===== config.mk =====
export PLATFORM = sky130hd
export DESIGN_NAME = bpi_prog
export DESIGN_NICKNAME = d
export VERILOG_FILES = /design/src/bpi_dev_pkg.sv /design/src/prog_cmd_pkg.sv /design/src/bpi_cmd_decode.sv /design/src/bpi_bus_seq.sv /design/src/bpi_status_track.sv /design/src/bpi_prog.sv
export SDC_FILE = /design/constraint.sdc
export NUM_CORES = 1
export LEC_CHECK = 0
export ABC_AREA = 1
export BUFFER_PORTS_ARGS = -buffer_cell sky130_fd_sc_hd__buf_2
export CORE_MARGIN = 3
export CORE_UTILIZATION = 40
export CTS_BUF_LIST = sky130_fd_sc_hd__clkbuf_4 sky130_fd_sc_hd__clkbuf_8 sky130_fd_sc_hd__clkbuf_16
export CTS_CLUSTER_SIZE = 16
export DETAILED_ROUTE_END_ITERATION = 10
export HOLD_SLACK_MARGIN = 0.15
export SYNTH_ARGS = -nofsm -noshare
export SYNTH_HDL_FRONTEND = slang
export SYNTH_SLANG_ARGS = --single-unit

===== constraint.sdc =====
create_clock -name p_in_clk -period 3.35 [get_ports p_in_clk]
set_clock_uncertainty 0.2 [all_clocks]
set_input_delay 0.1675 -clock p_in_clk [delete_from_list [all_inputs] [get_ports p_in_clk]]
set_output_delay 0.1675 -clock p_in_clk [all_outputs]
set_load 0.03 [all_outputs]

===== src/bpi_dev_pkg.sv =====
package bpi_dev_pkg;

  // --------------------------------------------------
  // bus geometry
  // --------------------------------------------------
  localparam int ADR_W = 24; // word address
  localparam int DQ_W  = 16; // data bus

  typedef logic [ADR_W-1:0] adr_t;
  typedef logic [DQ_W-1:0]  dq_t;
  typedef logic [7:0]       blk_t; // word address bits 23:16

  // --------------------------------------------------
  // P30 command opcodes
  // --------------------------------------------------
  localparam dq_t OP_LOCK_SETUP  = 16'h0060;
  localparam dq_t OP_CONFIRM     = 16'h00D0; // unlock and erase confirm
  localparam dq_t OP_READ_ID     = 16'h0090;
  localparam dq_t OP_CLR_SR      = 16'h0050;
  localparam dq_t OP_ERASE_SETUP = 16'h0020;

  // status and identifier bits
  localparam dq_t SR_READY      = 16'h0080; // ready with no error flags
  localparam int  SR_BIT_READY  = 7;
  localparam int  ID_BIT_LOCKED = 0;

  // --------------------------------------------------
  // block layout, top boot part
  // --------------------------------------------------
  localparam adr_t BLK_STEP_MAIN = 24'h010000; // 64K words
  localparam adr_t BLK_STEP_TOP  = 24'h004000; // 16K words
  localparam blk_t TOP_BLK       = 8'hFF;      // first 16K-word block
  localparam adr_t LOCK_ID_OFS   = 24'h000002; // lock status in ID space

endpackage


===== src/prog_cmd_pkg.sv =====
package prog_cmd_pkg;

  // --------------------------------------------------
  // host command word
  // --------------------------------------------------
  typedef logic [31:0] usr_word_t;

  localparam int CMD_LSB = 0; // command field, 8 bits
  localparam int ADR_LSB = 8; // address field, 24 bits

  typedef enum logic [7:0] {
    CMD_ADR_START = 8'h00, // start block from address bits 23:16
    CMD_ADR_END   = 8'h01,
    CMD_UNLOCK    = 8'h02,
    CMD_ERASE     = 8'h03
  } usr_cmd_t;

  // --------------------------------------------------
  // error codes seen by the host
  // --------------------------------------------------
  typedef enum logic [2:0] {
    ERR_NONE       = 3'd0,
    ERR_UNLOCK_TMO = 3'd1, // block stays locked
    ERR_ERASE_FAIL = 3'd2, // ready with error bits
    ERR_ERASE_TMO  = 3'd3  // never ready
  } err_t;

endpackage


===== src/bpi_cmd_decode.sv =====
`timescale 1ns/1ns

module bpi_cmd_decode (
  input  logic                     p_in_clk,
  input  logic                     p_in_rst,
  input  prog_cmd_pkg::usr_word_t  i_usr_txd,
  input  logic                     i_usr_txrdy_n,
  output logic                     o_usr_rd,
  output logic                     o_rdy,
  input  logic                     i_busy,
  output logic                     o_op_unlock,
  output logic                     o_op_erase,
  output bpi_dev_pkg::blk_t        o_start_blk,
  output bpi_dev_pkg::blk_t        o_end_blk,
  output logic                     o_adr_set,
  output logic                     o_accept
);
  import prog_cmd_pkg::*;
  import bpi_dev_pkg::*;

  usr_cmd_t cmd;
  blk_t     adr_blk;

  assign cmd     = usr_cmd_t'(i_usr_txd[CMD_LSB +: 8]);
  assign adr_blk = i_usr_txd[ADR_LSB + ADR_W - 8 +: 8]; // address bits 23:16

  // hold off while the last word is still being acted on
  assign o_rdy    = ~(i_busy | o_op_unlock | o_op_erase | o_adr_set);
  assign o_usr_rd = o_rdy & ~i_usr_txrdy_n; // FWFT pop
  assign o_accept = o_usr_rd;

  always_ff @(posedge p_in_clk or posedge p_in_rst)
  begin
    if (p_in_rst)
    begin
      o_op_unlock <= 1'b0;
      o_op_erase  <= 1'b0;
      o_adr_set   <= 1'b0;
      o_start_blk <= '0;
      o_end_blk   <= '0;
    end
    else
    begin
      o_op_unlock <= 1'b0; // all requests are single cycle
      o_op_erase  <= 1'b0;
      o_adr_set   <= 1'b0;
      if (o_usr_rd)
      begin
        case (cmd)
          CMD_ADR_START:
          begin
            o_start_blk <= adr_blk;
            o_adr_set   <= 1'b1;
          end
          CMD_ADR_END:
          begin
            o_end_blk <= adr_blk; // only the block part is compared
            o_adr_set <= 1'b1;
          end
          CMD_UNLOCK: o_op_unlock <= 1'b1;
          CMD_ERASE:  o_op_erase  <= 1'b1;
          default:    o_adr_set   <= 1'b0; // unknown code, word dropped
        endcase
      end
    end
  end

  a_one_op : assert property (@(posedge p_in_clk) disable iff (p_in_rst)
    !(o_op_unlock && o_op_erase));

  // sequencer must be idle whenever a request reaches it
  a_op_when_idle : assert property (@(posedge p_in_clk) disable iff (p_in_rst)
    (o_op_unlock || o_op_erase) |-> !i_busy);

endmodule


===== src/bpi_bus_seq.sv =====
`timescale 1ns/1ns

module bpi_bus_seq #(
  parameter int unsigned UNLOCK_POLL_MAX = 256,
  parameter int unsigned ERASE_POLL_MAX  = 16000000
) (
  input  logic                p_in_clk,
  input  logic                p_in_rst,
  input  logic                i_op_unlock,
  input  logic                i_op_erase,
  input  bpi_dev_pkg::blk_t   i_start_blk,
  input  bpi_dev_pkg::blk_t   i_end_blk,
  output logic                o_busy,
  output logic                o_op_done,
  output logic                o_fault,
  output prog_cmd_pkg::err_t  o_fault_code,
  output bpi_dev_pkg::adr_t   o_phy_adr,
  output bpi_dev_pkg::dq_t    o_phy_d,
  input  bpi_dev_pkg::dq_t    i_phy_d,
  output logic                o_phy_dio_t,
  output logic                o_phy_oe_n,
  output logic                o_phy_we_n,
  output logic                o_phy_cs_n
);
  import bpi_dev_pkg::*;
  import prog_cmd_pkg::*;

  localparam int UNL_W = $clog2(UNLOCK_POLL_MAX + 1);
  localparam int ERS_W = $clog2(ERASE_POLL_MAX + 1);

  typedef enum logic [2:0] {
    S_IDLE, S_WR_LO, S_WR_HI, S_RD_LO, S_RD_HI, S_FAULT
  } state_t;

  state_t           state;
  state_t           state_nx;
  logic             erase_q;    // 0 unlock, 1 erase
  logic             erase_nx;
  logic [1:0]       step;       // command word within the block sequence
  logic [1:0]       step_nx;
  adr_t             blk_adr;    // base of current block
  adr_t             blk_adr_nx;
  adr_t             blk_step;
  logic             last_blk;
  logic             blk_pass;
  logic [UNL_W-1:0] unl_cnt;
  logic [UNL_W-1:0] unl_cnt_nx;
  logic [ERS_W-1:0] ers_cnt;
  logic [ERS_W-1:0] ers_cnt_nx;
  dq_t              sr_q;       // captured status or lock id
  logic             done_nx;
  logic             fault_nx;
  err_t             code_nx;

  function automatic dq_t seq_op(input logic erase, input logic [1:0] idx);
    dq_t op;
    case ({erase, idx})
      3'b000:  op = OP_LOCK_SETUP;
      3'b001:  op = OP_CONFIRM;
      3'b010:  op = OP_READ_ID;
      3'b100:  op = OP_CLR_SR;
      3'b101:  op = OP_ERASE_SETUP;
      3'b110:  op = OP_CONFIRM;
      default: op = '0;
    endcase
    return op;
  endfunction

  // top block number holds four 16K-word blocks
  assign blk_step = (blk_adr[ADR_W-1 -: 8] == TOP_BLK) ? BLK_STEP_TOP : BLK_STEP_MAIN;
  assign last_blk = (blk_adr[ADR_W-1 -: 8] == i_end_blk) &&
                    ((blk_adr[ADR_W-1 -: 8] != TOP_BLK) ||
                     (blk_adr[15:0] == 16'(BLK_STEP_MAIN - BLK_STEP_TOP)));
  assign blk_pass = erase_q ? (sr_q == SR_READY) : !sr_q[ID_BIT_LOCKED];

  assign o_busy = (state != S_IDLE) || o_op_done; // covers the done cycle

  // --------------------------------------------------
  // next state
  // --------------------------------------------------
  always_comb
  begin
    state_nx   = state;
    erase_nx   = erase_q;
    step_nx    = step;
    blk_adr_nx = blk_adr;
    unl_cnt_nx = unl_cnt;
    ers_cnt_nx = ers_cnt;
    done_nx    = 1'b0;
    fault_nx   = 1'b0;
    code_nx    = ERR_NONE;
    case (state)
      S_IDLE:
        if (i_op_unlock || i_op_erase)
        begin
          state_nx   = S_WR_LO;
          erase_nx   = i_op_erase;
          step_nx    = '0;
          blk_adr_nx = {i_start_blk, {(ADR_W - 8){1'b0}}};
          unl_cnt_nx = '0;
          ers_cnt_nx = '0;
        end
      S_WR_LO: state_nx = S_WR_HI;
      S_WR_HI:
        if (step == 2'd2)
          state_nx = S_RD_LO;
        else
        begin
          step_nx  = step + 2'd1;
          state_nx = S_WR_LO;
        end
      S_RD_LO: state_nx = S_RD_HI;
      S_RD_HI:
        if (blk_pass)
        begin
          step_nx    = '0;
          unl_cnt_nx = '0;
          ers_cnt_nx = '0;
          if (last_blk)
          begin
            state_nx = S_IDLE;
            done_nx  = 1'b1;
          end
          else
          begin
            blk_adr_nx = blk_adr + blk_step;
            state_nx   = S_WR_LO;
          end
        end
        else if (!erase_q)
        begin
          step_nx = '0; // resend the whole unlock sequence
          if (unl_cnt == UNL_W'(UNLOCK_POLL_MAX - 1))
          begin
            state_nx = S_FAULT;
            fault_nx = 1'b1;
            code_nx  = ERR_UNLOCK_TMO;
          end
          else
          begin
            unl_cnt_nx = unl_cnt + 1'b1;
            state_nx   = S_WR_LO;
          end
        end
        else if (sr_q[SR_BIT_READY])
        begin
          state_nx = S_FAULT; // ready, but error bits set
          fault_nx = 1'b1;
          code_nx  = ERR_ERASE_FAIL;
        end
        else if (ers_cnt == ERS_W'(ERASE_POLL_MAX - 1))
        begin
          state_nx = S_FAULT;
          fault_nx = 1'b1;
          code_nx  = ERR_ERASE_TMO;
        end
        else
        begin
          ers_cnt_nx = ers_cnt + 1'b1;
          state_nx   = S_RD_LO; // poll again
        end
      S_FAULT: state_nx = S_FAULT; // held until reset
      default: state_nx = S_IDLE;
    endcase
  end

  // --------------------------------------------------
  // control registers and bus strobes
  // --------------------------------------------------
  always_ff @(posedge p_in_clk or posedge p_in_rst)
  begin
    if (p_in_rst)
    begin
      state        <= S_IDLE;
      erase_q      <= 1'b0;
      step         <= '0;
      unl_cnt      <= '0;
      ers_cnt      <= '0;
      o_op_done    <= 1'b0;
      o_fault      <= 1'b0;
      o_fault_code <= ERR_NONE;
      o_phy_we_n   <= 1'b1;
      o_phy_oe_n   <= 1'b1;
      o_phy_dio_t  <= 1'b0;
      o_phy_cs_n   <= 1'b1;
    end
    else
    begin
      state     <= state_nx;
      erase_q   <= erase_nx;
      step      <= step_nx;
      unl_cnt   <= unl_cnt_nx;
      ers_cnt   <= ers_cnt_nx;
      o_op_done <= done_nx;
      o_fault   <= fault_nx;
      if (fault_nx)
        o_fault_code <= code_nx;
      o_phy_we_n  <= (state_nx != S_WR_LO);
      o_phy_oe_n  <= (state_nx != S_RD_LO);
      o_phy_dio_t <= (state_nx == S_RD_LO) || (state_nx == S_RD_HI);
      o_phy_cs_n  <= (state_nx == S_IDLE) || (state_nx == S_FAULT);
    end
  end

  always_ff @(posedge p_in_clk)
  begin
    blk_adr   <= blk_adr_nx;
    o_phy_adr <= blk_adr_nx + (erase_nx ? '0 : LOCK_ID_OFS);
    o_phy_d   <= (state_nx == S_WR_LO || state_nx == S_WR_HI) ? seq_op(erase_nx, step_nx) : '0;
    if (state == S_RD_LO)
      sr_q <= i_phy_d; // end of oe_n low cycle
  end

  a_we_oe_excl : assert property (@(posedge p_in_clk) disable iff (p_in_rst)
    !(!o_phy_we_n && !o_phy_oe_n));

  a_read_tristate : assert property (@(posedge p_in_clk) disable iff (p_in_rst)
    !o_phy_oe_n |-> o_phy_dio_t);

  // flash latches on the rising we_n edge
  a_write_hold : assert property (@(posedge p_in_clk) disable iff (p_in_rst)
    $rose(o_phy_we_n) |-> ($stable(o_phy_d) && $stable(o_phy_adr)));

endmodule


===== src/bpi_status_track.sv =====
`timescale 1ns/1ns

module bpi_status_track (
  input  logic                p_in_clk,
  input  logic                p_in_rst,
  input  logic                i_op_done,
  input  logic                i_adr_set,
  input  logic                i_fault,
  input  prog_cmd_pkg::err_t  i_fault_code,
  input  logic                i_accept,
  output logic [3:0]          o_status
);
  import prog_cmd_pkg::*;

  err_t err_q;  // sticky error code
  logic done_q;

  // --------------------------------------------------
  // error code
  // --------------------------------------------------
  always_ff @(posedge p_in_clk or posedge p_in_rst)
  begin
    if (p_in_rst)
      err_q <= ERR_NONE;
    else if (i_fault)
      err_q <= i_fault_code; // only reset clears it
  end

  // --------------------------------------------------
  // done flag
  // --------------------------------------------------
  always_ff @(posedge p_in_clk or posedge p_in_rst)
  begin
    if (p_in_rst)
      done_q <= 1'b0;
    else if (i_op_done || i_adr_set || i_fault)
      done_q <= 1'b1; // set wins over clear
    else if (i_accept)
      done_q <= 1'b0; // next host word
  end

  assign o_status = {done_q, err_q};

  // sequencer stalls after a fault, so a code never changes once set
  a_err_sticky : assert property (@(posedge p_in_clk) disable iff (p_in_rst)
    (err_q != ERR_NONE) |=> $stable(err_q));

endmodule


===== src/bpi_prog.sv =====
`timescale 1ns/1ns

module bpi_prog #(
  parameter int unsigned UNLOCK_POLL_MAX = 256,
  parameter int unsigned ERASE_POLL_MAX  = 16000000
) (
  input  logic                     p_in_clk,
  input  logic                     p_in_rst,
  input  prog_cmd_pkg::usr_word_t  i_usr_txd,
  input  logic                     i_usr_txrdy_n,
  output logic                     o_usr_rd,
  output logic                     o_rdy,
  output logic [3:0]               o_status,
  output bpi_dev_pkg::adr_t        o_phy_adr,
  output bpi_dev_pkg::dq_t         o_phy_d,
  input  bpi_dev_pkg::dq_t         i_phy_d,
  output logic                     o_phy_dio_t,
  output logic                     o_phy_oe_n,
  output logic                     o_phy_we_n,
  output logic                     o_phy_cs_n
);
  import bpi_dev_pkg::*;
  import prog_cmd_pkg::*;

  logic op_unlock;
  logic op_erase;
  blk_t start_blk;
  blk_t end_blk;
  logic adr_set;
  logic accept;
  logic busy;
  logic op_done;
  logic fault;
  err_t fault_code;

  bpi_cmd_decode u_decode (
    .p_in_clk      (p_in_clk),
    .p_in_rst      (p_in_rst),
    .i_usr_txd     (i_usr_txd),
    .i_usr_txrdy_n (i_usr_txrdy_n),
    .o_usr_rd      (o_usr_rd),
    .o_rdy         (o_rdy),
    .i_busy        (busy),
    .o_op_unlock   (op_unlock),
    .o_op_erase    (op_erase),
    .o_start_blk   (start_blk),
    .o_end_blk     (end_blk),
    .o_adr_set     (adr_set),
    .o_accept      (accept)
  );

  bpi_bus_seq #(
    .UNLOCK_POLL_MAX (UNLOCK_POLL_MAX),
    .ERASE_POLL_MAX  (ERASE_POLL_MAX)
  ) u_seq (
    .p_in_clk     (p_in_clk),
    .p_in_rst     (p_in_rst),
    .i_op_unlock  (op_unlock),
    .i_op_erase   (op_erase),
    .i_start_blk  (start_blk),
    .i_end_blk    (end_blk),
    .o_busy       (busy),
    .o_op_done    (op_done),
    .o_fault      (fault),
    .o_fault_code (fault_code),
    .o_phy_adr    (o_phy_adr),
    .o_phy_d      (o_phy_d),
    .i_phy_d      (i_phy_d),
    .o_phy_dio_t  (o_phy_dio_t),
    .o_phy_oe_n   (o_phy_oe_n),
    .o_phy_we_n   (o_phy_we_n),
    .o_phy_cs_n   (o_phy_cs_n)
  );

  bpi_status_track u_status (
    .p_in_clk     (p_in_clk),
    .p_in_rst     (p_in_rst),
    .i_op_done    (op_done),
    .i_adr_set    (adr_set),
    .i_fault      (fault),
    .i_fault_code (fault_code),
    .i_accept     (accept),
    .o_status     (o_status)
  );

endmodule


==> impl_metrics.toml, run 1 <==
[place]
place_inst = 1138
gp_congestion = 0.860
portBuffers = 71
hpwl_mm = 10.6

[critical_path]
critical_path_arrival_ns = 3.16
endpoint_kind = "flip-flop"
worstSetupPathType = "flip-flop to flip-flop"
startpoint_type = "flip-flop"
worstPathRequired_ns = 3.47
cp_max_fo = 5

[pwr]
p_per_area_mw_per_mm2 = 689
vdd_drop_max_mv = 0.487
p_leak_nw = 3.92

[timing]
fin_tns_setup_ns = 0
setup_viol = 0
slew_viol_final = 0
hold_violations = 0
rsz0062_at_grt = "false"
relSlewSlack_pct = 62.1
max_freq_mhz = 330
period_minus_slack_ns = 3.03
period_share_pct = 90.6
worst_pin_slew_ns = 0.565

[detailed_routing]
drc = 0
first_pass_iters = 5
drtAntennaViolNets = 0
routed-wl-met2_mm = 6.67
post_drt_wl_per_cell_um = 12.4
via_count = 5642
wl_met1_mm = 7.49
wl_met3_um = 570
wirelength_mm = 15.0
drt_iter0_markers = 337
top_layer = "met4"
vias_per_cell = 4.68

[clock_tree]
cts_root_buf = "clkbuf_16"
insertion_delay_ns = 0.42
cts_sinks = 136
cts_tree = "yes"
cts_max_path_buffers = 2
cts.clk_slew.worst_paths_ns = 0.06
h-tree-depth = 4
cts_buffers = 17

[layout]
area_delta_synth_final_pct = 22.5
instances_no_fill = 1205
final_nets = 1037
n_antenna_cell = 0
layout-drive-gt1-share_pct = 17.6

[global_routing]
grt_max_degree = 70
grt_overflow = 0
grt_pass1_vias = 5359
antenna_found_initial = 0
grtUsageTotal_pct = 17.4
grt_pass1_wl_mm = 25.7

[floorplanning]
rows = 46
boundaryPins = 101
fp.dieH_um = 136
die-width_um = 136
die-area_mm2 = 0.0185
core_mm2 = 0.0162
initial_core_util_pct = 41.6

[hold_path]
hold_class = "input pin to asynchronous set/reset pin"

[synthesis]
ys_types = 45
yosysSeqAreaShare_pct = 48.0
synth_ff_type = "dfrtp_1"
synth_largest_area_cell = "dfrtp_1"
synth_top_cell_area_share_pct = 24.4
synthCells = 855
ys_warn_count = 0
async_flop_share_pct = 50.7
syn_avg_cell_area_um2 = 7.91
synth_edf_count = 17
ys_seq_elements = 136
synthTopCellsByArea = "dfrtp_1 24%, dfxtp_1 15%, nand2_1 11%"
synth_area_mm2 = 0.00676

[flow_run]
maxCapViolCount = 0

[status]
status = "complete, no violations"
-- worst max-delay path: stages, from the launching register on --
cell and delay (ns):
dfrtp_1 0.41, inv_1 0.15, nand2_4 0.08, nor2_1 0.14
o21a_2 0.22, ha_1 0.19, ha_1 0.18, nand2_1 0.06
nand3b_1 0.21, nor2_2 0.17, nand2_1 0.11, nor2_2 0.13
nand3_1 0.09, nor2_1 0.09, nand2_1 0.10, nor2_4 0.15
nand2_1 0.08, xor2_1 0.13, inv_1 0.05
-- worst paths after layout --
path | from | to | slack, ns | depth (start not counted)
min reg2reg | u_seq.blk_adr[1] | u_seq.blk_adr[1] | 0.26 | 2
max reg2reg | u_seq.state[2] | u_seq.o_phy_adr[17] | 0.32 | 18
min | p_in_rst | u_decode.o_end_blk[7] | 0.19 | 4
min in group p_in_clk | i_phy_d[14] | u_seq.sr_q[14] | 0.25 | 2
max | u_seq.state[2] | u_seq.o_phy_adr[17] | 0.32 | 18
max in group asynchronous | p_in_rst | u_seq.o_phy_we_n | 2.44 | 4
-- placed cells by master, fill, tap and decap left out, types with 19 or more instances in the layout --
master         Yosys  layout
dfrtp_1           66      66
nand4_1           22      22
nand2_1          193     193
o21ai_0           33      33
inv_1            125     124
nor3_1            35      34
xor2_1            21      21
nand3_1           53      53
dlygate4sd3_1      0      31
a21oi_1           25      25
buf_2              4      71
nor2_1            85      85
dfxtp_1           50      50
clkbuf_16          0      19
-- cell families after synthesis --
kind of cell / count (synthesis) / share of synthesized area (%)
other cells: 1 / 0.0555
compound gates: 85 / 7.24
xor+xnor: 23 / 2.98
buf+inv: 162 / 10.2
flops: 136 / 48.0
simple gates: 438 / 29.7
fa+ha+maj: 10 / 1.85
-- Yosys cell counts, types with 2 or more instances --
library cell / n
or2_2: 4
dfxtp_1: 50
nand3_1: 53
xnor2_1: 2
nor4_1: 6
o2bb2ai_1: 2
nand3_2: 2
nand3b_1: 2
edfxtp_1: 17
inv_1: 125
o21ai_0: 33
nand2_2: 13
a221oi_1: 3
clkbuf_1: 4
nor3_1: 35
o21bai_1: 3
a22oi_1: 5
o21a_1: 5
and3_1: 3
o21ai_1: 4
buf_2: 4
nor2_2: 7
ha_1: 10
xor2_1: 21
inv_2: 10
nor2_4: 5
nand4_1: 22
dfstp_2: 3
nor3_2: 2
buf_4: 18
nand2_4: 3
nand2_1: 193
nor2_1: 85
a21oi_1: 25
dfrtp_1: 66
-- layout make-up --
type	count	area, µm²
multi-input cells	569	2880
repair buffers	117	791
inverters	135	507
well taps	216	270
clock buffers	22	510
flip-flops and latches	136	3240
clock inverters	10	77.6
fillers	1597	7950
-- timing repair --
item,CTS,global route
buffers inserted,0,4
setup endpoints to repair,0,2
endpoints found under the hold margin,105,0
resized for setup,0,1
hold buffers,31,0
-- per-stage QoR --
step	worst slack [ns]	util, %	hold WS (ns)	area [µm²]	power, mW
after floorplan	0.340	-	0.0379	6800	3.38
after global placement	0.286	45.3	0.0830	7350	3.85
after detailed placement	0.218	45.3	0.0848	7350	3.86
after CTS	0.224	50.8	0.188	8250	5.75
after global routing	0.00734	51.0	0.230	8280	6.06
final	0.316	51.0	0.188	8280	5.70
-- report_power, final --
group | switching (mW) | internal [mW]
sequential | 0.113 | 1.83
combinational | 1.36 | 0.562
clock | 0.747 | 1.10
total | 2.22 | 3.48
-- flip-flops by register name, indices dropped and copies added (netlist names), 2 cells and up, named ones only --
register	count
u_seq.state	3
u_seq.o_phy_adr	23
u_seq.o_fault_code	2
u_seq.blk_adr	23
u_decode.o_end_blk	8
u_status.err_q	2
u_decode.o_start_blk	8
u_seq.sr_q	16
u_seq.unl_cnt	9
u_seq.o_phy_d	4
u_seq.ers_cnt	24
u_seq.step	2
-- layer usage --
metal,GRT usage [%],vias to the layer above
li1,-,2955
met1,24.6,2549
met2,26.6,118
met3,3.59,20
met4,6.38,0
met5,0,-
(Power assumes the default switching activity.)
==> run 2: changes to the inputs <==
- CORE_UTILIZATION: 40 -> 50
- PLACE_DENSITY: not set -> 0.71
==> run 2 against run 1 <==
  * Sequential cell count unchanged
  * Combinational power about the same
  * Sequential share of layout area increased by 0.27 points
  * Hold slack improved by 0.065 ns
  * Utilization increased by 13 points
  * Largest power group is now combinational cells
  * Fmax decreased by 0.24%
  * Die area decreased by 19%
  * First-iteration DRC count decreased by 19%
  * Largest cell class unchanged
  * Clock-buffer cell count decreased by 4
  * Non-clock buffer count increased by 1
==> impl_metrics.toml, run 2 (synthesis results as in run 1) <==
[pwr]
p_leak_nw = 3.90
vdd_drop_max_mv = 0.441
p_per_area_mw_per_mm2 = 695

[detailed_routing]
wirelength_mm = 15.2
post_drt_wl_per_cell_um = 13.1
top_layer = "met4"
drtAntennaViolNets = 0
wl_met1_mm = 7.02
drt_iter0_markers = 272
drc = 0
routed-wl-met2_mm = 6.98
via_count = 5828
vias_per_cell = 5.02
first_pass_iters = 4
wl_met3_um = 821

[timing]
max_freq_mhz = 329
relSlewSlack_pct = 61.5
rsz0062_at_grt = "false"
period_share_pct = 90.8
worst_pin_slew_ns = 0.573
fin_tns_setup_ns = 0
period_minus_slack_ns = 3.04
setup_viol = 0
slew_viol_final = 0
hold_violations = 0

[clock_tree]
cts.clk_slew.worst_paths_ns = 0.06
cts_root_buf = "clkbuf_16"
cts_buffers = 17
h-tree-depth = 4
insertion_delay_ns = 0.42
cts_max_path_buffers = 2
cts_tree = "yes"
cts_sinks = 136

[global_routing]
antenna_found_initial = 0
grt_overflow = 0
grt_max_degree = 27
grt_pass1_wl_mm = 25.2
grt_pass1_vias = 5368
grtUsageTotal_pct = 21.4

[hold_path]
hold_class = "input pin to flip-flop"
min_from = "i_phy_d[2]"
min_to = "u_seq.sr_q[2]"
timing.hold.worst_path_depth = 2

[floorplanning]
rows = 41
die-area_mm2 = 0.0149
die-width_um = 122
initial_core_util_pct = 52.3
boundaryPins = 101
core_mm2 = 0.0129
fp.dieH_um = 122

[status]
status = "complete, no violations"

[critical_path]
r2r-start = "u_seq.state[1]"
worstSetupPathType = "flip-flop to flip-flop"
rr_endpoint = "u_seq.o_phy_adr[17]"
endpoint_kind = "flip-flop"
critical_path_arrival_ns = 3.16
worstPathRequired_ns = 3.47
rrSetupSlack_ns = 0.31
startpoint_type = "flip-flop"
r2r_cells = 18
cp_max_fo = 5

[layout]
n_antenna_cell = 0
largest_register_ffs = 24
instances_no_fill = 1162
area_delta_synth_final_pct = 21.6
regMostFlops = "u_seq.ers_cnt"
layout-drive-gt1-share_pct = 17.6
final_cell_mix = "193 x nand2_1, 124 x inv_1, 85 x nor2_1"
reg_top3 = "u_seq.ers_cnt: 24 flops, u_seq.blk_adr: 23 flops, u_seq.o_phy_adr: 23 flops"
layout.cells.most_common = "nand2_1"
final_nets = 1038

[place]
hpwl_mm = 10.7
place_inst = 1094
gp_congestion = 0.952
portBuffers = 71

[flow_run]
maxCapViolCount = 0
-- run 2: worst max-delay path by stage --
| stage | start | cells past startpoint | to |
|---|---|---|---|
| after floorplan | u_seq.state[0] | 18 | u_seq.o_phy_adr[17] |
| after global placement | u_seq.state[0] | 18 | u_seq.o_phy_adr[17] |
| after detailed placement | u_seq.state[0] | 18 | u_seq.o_phy_adr[17] |
| after CTS | u_seq.state[0] | 18 | u_seq.o_phy_adr[17] |
| after global routing | u_seq.state[1] | 18 | u_seq.o_phy_adr[17] |
| final | u_seq.state[1] | 18 | u_seq.o_phy_adr[17] |
-- run 2: layout make-up --
type / count / area [µm²]
Fill cell: 1107 / 4710
Multi-Input combinational cell: 569 / 2880
Inverter: 135 / 507
Tap cell: 172 / 215
Clock inverter: 14 / 149
Timing Repair Buffer: 118 / 788
Clock buffer: 18 / 439
Sequential cell: 136 / 3240
-- run 2: metrics by stage --
stage | hold slack, ns | util (%) | area [µm²] | worst slack [ns] | power [mW]
6_report | 0.253 | 63.6 | 8220 | 0.309 | 5.72
5_1_grt | 0.250 | 63.6 | 8220 | 0.0118 | 6.06
3_3_place_gp | 0.0391 | 56.3 | 7280 | 0.272 | 3.81
2_1_floorplan | 0.0379 | - | 6800 | 0.340 | 3.38
3_5_place_dp | 0.0407 | 56.3 | 7280 | 0.206 | 3.83
4_1_cts | 0.242 | 63.3 | 8190 | 0.181 | 5.69
-- run 2: worst max-delay path: stages (launching register included) --
cell	delay [ns]
dfrtp_1	0.43
nor2_4	0.17
nand2_4	0.08
nor2_1	0.13
o21a_2	0.18
ha_1	0.18
ha_1	0.18
nand2_1	0.05
nand3b_1	0.20
nor2_2	0.19
nand2_1	0.11
nor2_2	0.13
nand3_1	0.09
nor2_1	0.09
nand2_1	0.10
nor2_4	0.14
nand2_1	0.08
xor2_1	0.14
inv_1	0.05
-- run 2: what timing repair did --
action	CTS	global route
hold buffers	32	0
resized for setup	0	1
endpoints found under the setup margin	0	4
endpoints found under the hold margin	105	0
setup buffers	0	4
-- run 2: metal layers --
metal  track usage [%]  vias up
li1                  -     2956
met1              29.2     2702
met2              33.0      149
met3              4.93       21
met4              8.82        0
met5                 0        -
-- run 2: where the power goes --
part	internal (mW)	switching, mW	total [mW]
registers	1.83	0.108	1.93
clock network	1.12	0.722	1.84
logic	0.587	1.35	1.94
total	3.53	2.19	5.72
==> run 3: changes to the inputs <==
- CORE_ASPECT_RATIO: not set -> 0.7
- CTS_BUF_LIST: sky130_fd_sc_hd__clkbuf_4 sky130_fd_sc_hd__clkbuf_8 sky130_fd_sc_hd__clkbuf_16 -> sky130_fd_sc_hd__clkbuf_8
- PLACE_DENSITY: 0.71 -> 0.8
==> run 3 against run 2 <==
  * Via count rose by 2.2%
  * Final cell count rose by 0.86%
  * Register-to-register slack got worse by 0.04 ns
  * Setup slack got worse by 0.040 ns
  * Sequential power barely moved
  * Critical path depth did not move
  * Global-route usage rose by 0.57 points
==> impl_metrics.toml, run 3 (synthesis results as in run 1) <==
[timing]
period_minus_slack_ns = 3.08
fin_tns_setup_ns = 0
worst_pin_slew_ns = 1.10
hold_violations = 0
period_share_pct = 92.0
setup_viol = 0
rsz0062_at_grt = "false"
max_freq_mhz = 324
slew_viol_final = 0
relSlewSlack_pct = 26.5

[layout]
regMostFlops = "u_seq.ers_cnt"
layout.cells.most_common = "nand2_1"
layout-drive-gt1-share_pct = 17.8
area_delta_synth_final_pct = 19.2
fillers = 1060
reg_top3 = "u_seq.ers_cnt: 24 flops, u_seq.blk_adr: 23 flops, u_seq.o_phy_adr: 23 flops"
final_nets = 1040
n_antenna_cell = 0
largest_register_ffs = 24
final_cell_mix = "193 x nand2_1, 124 x inv_1, 85 x nor2_1"

[detailed_routing]
drc = 0
drt_iter0_markers = 626
wirelength_mm = 15.8
post_drt_wl_per_cell_um = 13.5
vias_per_cell = 5.08
first_pass_iters = 6
via_count = 5959
drtAntennaViolNets = 0

[pwr]
p_per_area_mw_per_mm2 = 650
pwr-share-comb_pct = 36.9
p_leak_nw = 3.84
vdd_drop_max_mv = 0.527
p_total_mw = 5.24
netSwitchingPower_mw = 2.29
pwr-share-clk_pct = 26.0
swShare_pct = 43.7
seq_power_share_pct = 37.0
intPower_mw = 2.95

[floorplanning]
rows = 34
boundaryPins = 101
fp.dieH_um = 103
initial_core_util_pct = 52.8
die-area_mm2 = 0.0150
die-width_um = 145
core_mm2 = 0.0128

[critical_path]
startpoint_type = "flip-flop"
crit_family = "simple AND/OR/NAND/NOR gates"
cpPeakStageDelay_ns = 0.46
worst-path-buf-inv = 1
slowest_stage = "dfrtp_1"
endpoint_kind = "flip-flop"
critical_path_arrival_ns = 3.23
worstPathRequired_ns = 3.50
cp_cell_sequence = "nor2_4 > nand2_4 > nor2_1 > o21a_2 > ha_1 > ha_1 > nand2_1 > nand3b_1 > nor2_2 > nand2_1 > nor2_2 > nand3_1 > nor2_1 > nand2_1 > nor2_4 > nand2_1 > xor2_1 > inv_1"
crit_path_frequent_cell = "nand2_1"
cp_max_fo = 5
worstSetupPathType = "flip-flop to flip-flop"

[clock_tree]
cts_tree = "yes"
cts_root_buf = "clkbuf_8"
cts.clk_slew.worst_paths_ns = 0.10
h-tree-depth = 4
insertion_delay_ns = 0.46
cts_sinks = 136
cts_max_path_buffers = 2
cts_buffers = 17

[status]
status = "complete, no violations"

[flow_run]
maxCapViolCount = 0

[global_routing]
grtUsageTotal_pct = 22.0
grt_pass1_vias = 5398
antenna_found_initial = 0
grt_overflow = 0
grt_max_degree = 54
grt_pass1_wl_mm = 26.4

[hold_path]
hold_class = "input pin to flip-flop"

[place]
portBuffers = 71
hpwl_mm = 11.2
gp_congestion = 0.992
==> run 3: routing by layer <==
| metal | routed length, µm | vias to the layer above | GRT usage (%) |
|---|---|---|---|
| li1 | - | 2961 | - |
| met5 | 0 | - | 0 |
| met3 | 1340 | 29 | 5.23 |
| met4 | 261 | 0 | 6.93 |
| met1 | 7740 | 2715 | 32.8 |
| met2 | 6500 | 254 | 31.8 |
==> run 3: path summary, 6_finish.rpt <==
check                                 start                  end  slack, ns  cells past startpoint
hold reg to reg            u_seq.blk_adr[1]     u_seq.blk_adr[1]       0.26                      2
min in group asynchronous          p_in_rst        u_seq.o_fault       0.35                      3
setup / recovery             u_seq.state[1]  u_seq.o_phy_adr[17]       0.27                     18
setup reg to reg             u_seq.state[1]  u_seq.o_phy_adr[17]       0.27                     18
hold / removal                   i_phy_d[5]        u_seq.sr_q[5]       0.21                      2
max in group asynchronous          p_in_rst     u_seq.ers_cnt[7]       1.83                      4
==> run 3: metrics by stage <==
stage	hold slack [ns]	util (%)	setup slack, ns	area (µm²)	cells
final	0.212	62.9	0.268	8060	1172
after global routing	0.199	62.9	0.0196	8060	1172
after CTS	0.193	62.6	0.242	8010	1166
after detailed placement	0.146	57.0	0.245	7300	1103
after global placement	0.145	57.0	0.321	7300	1103
after floorplan	0.0379	-	0.340	6800	867
==> run 3: layout make-up <==
type / instances / area, µm² / area share [%]
Clock inverter: 15 / 170 / 2.11
Clock buffer: 17 / 234 / 2.90
Sequential cell: 136 / 3240 / 40.2
Inverter: 135 / 507 / 6.29
Timing Repair Buffer: 120 / 801 / 9.94
Tap cell: 180 / 225 / 2.79
Multi-Input combinational cell: 569 / 2880 / 35.7
==> run 3: power groups by stage <==
| stage | Sequential (mW) | Combinational, mW | Clock, mW |
|---|---|---|---|
| 4_1_cts | 1.94 | 1.89 | 1.38 |
| 2_1_floorplan | 2.06 | 1.32 | 0 |
| 6_report | 1.94 | 1.93 | 1.37 |
| 3_5_place_dp | 1.97 | 1.86 | 0 |
| 3_3_place_gp | 1.97 | 1.83 | 0 |
| 5_1_grt | 1.96 | 2.13 | 1.46 |
==> run 3: what timing repair did <==
action	in CTS	in global routing
hold buffers	31	0
hold endpoints to repair	84	0
setup buffers	0	6
endpoints found under the setup margin	0	3
resized for setup	0	1
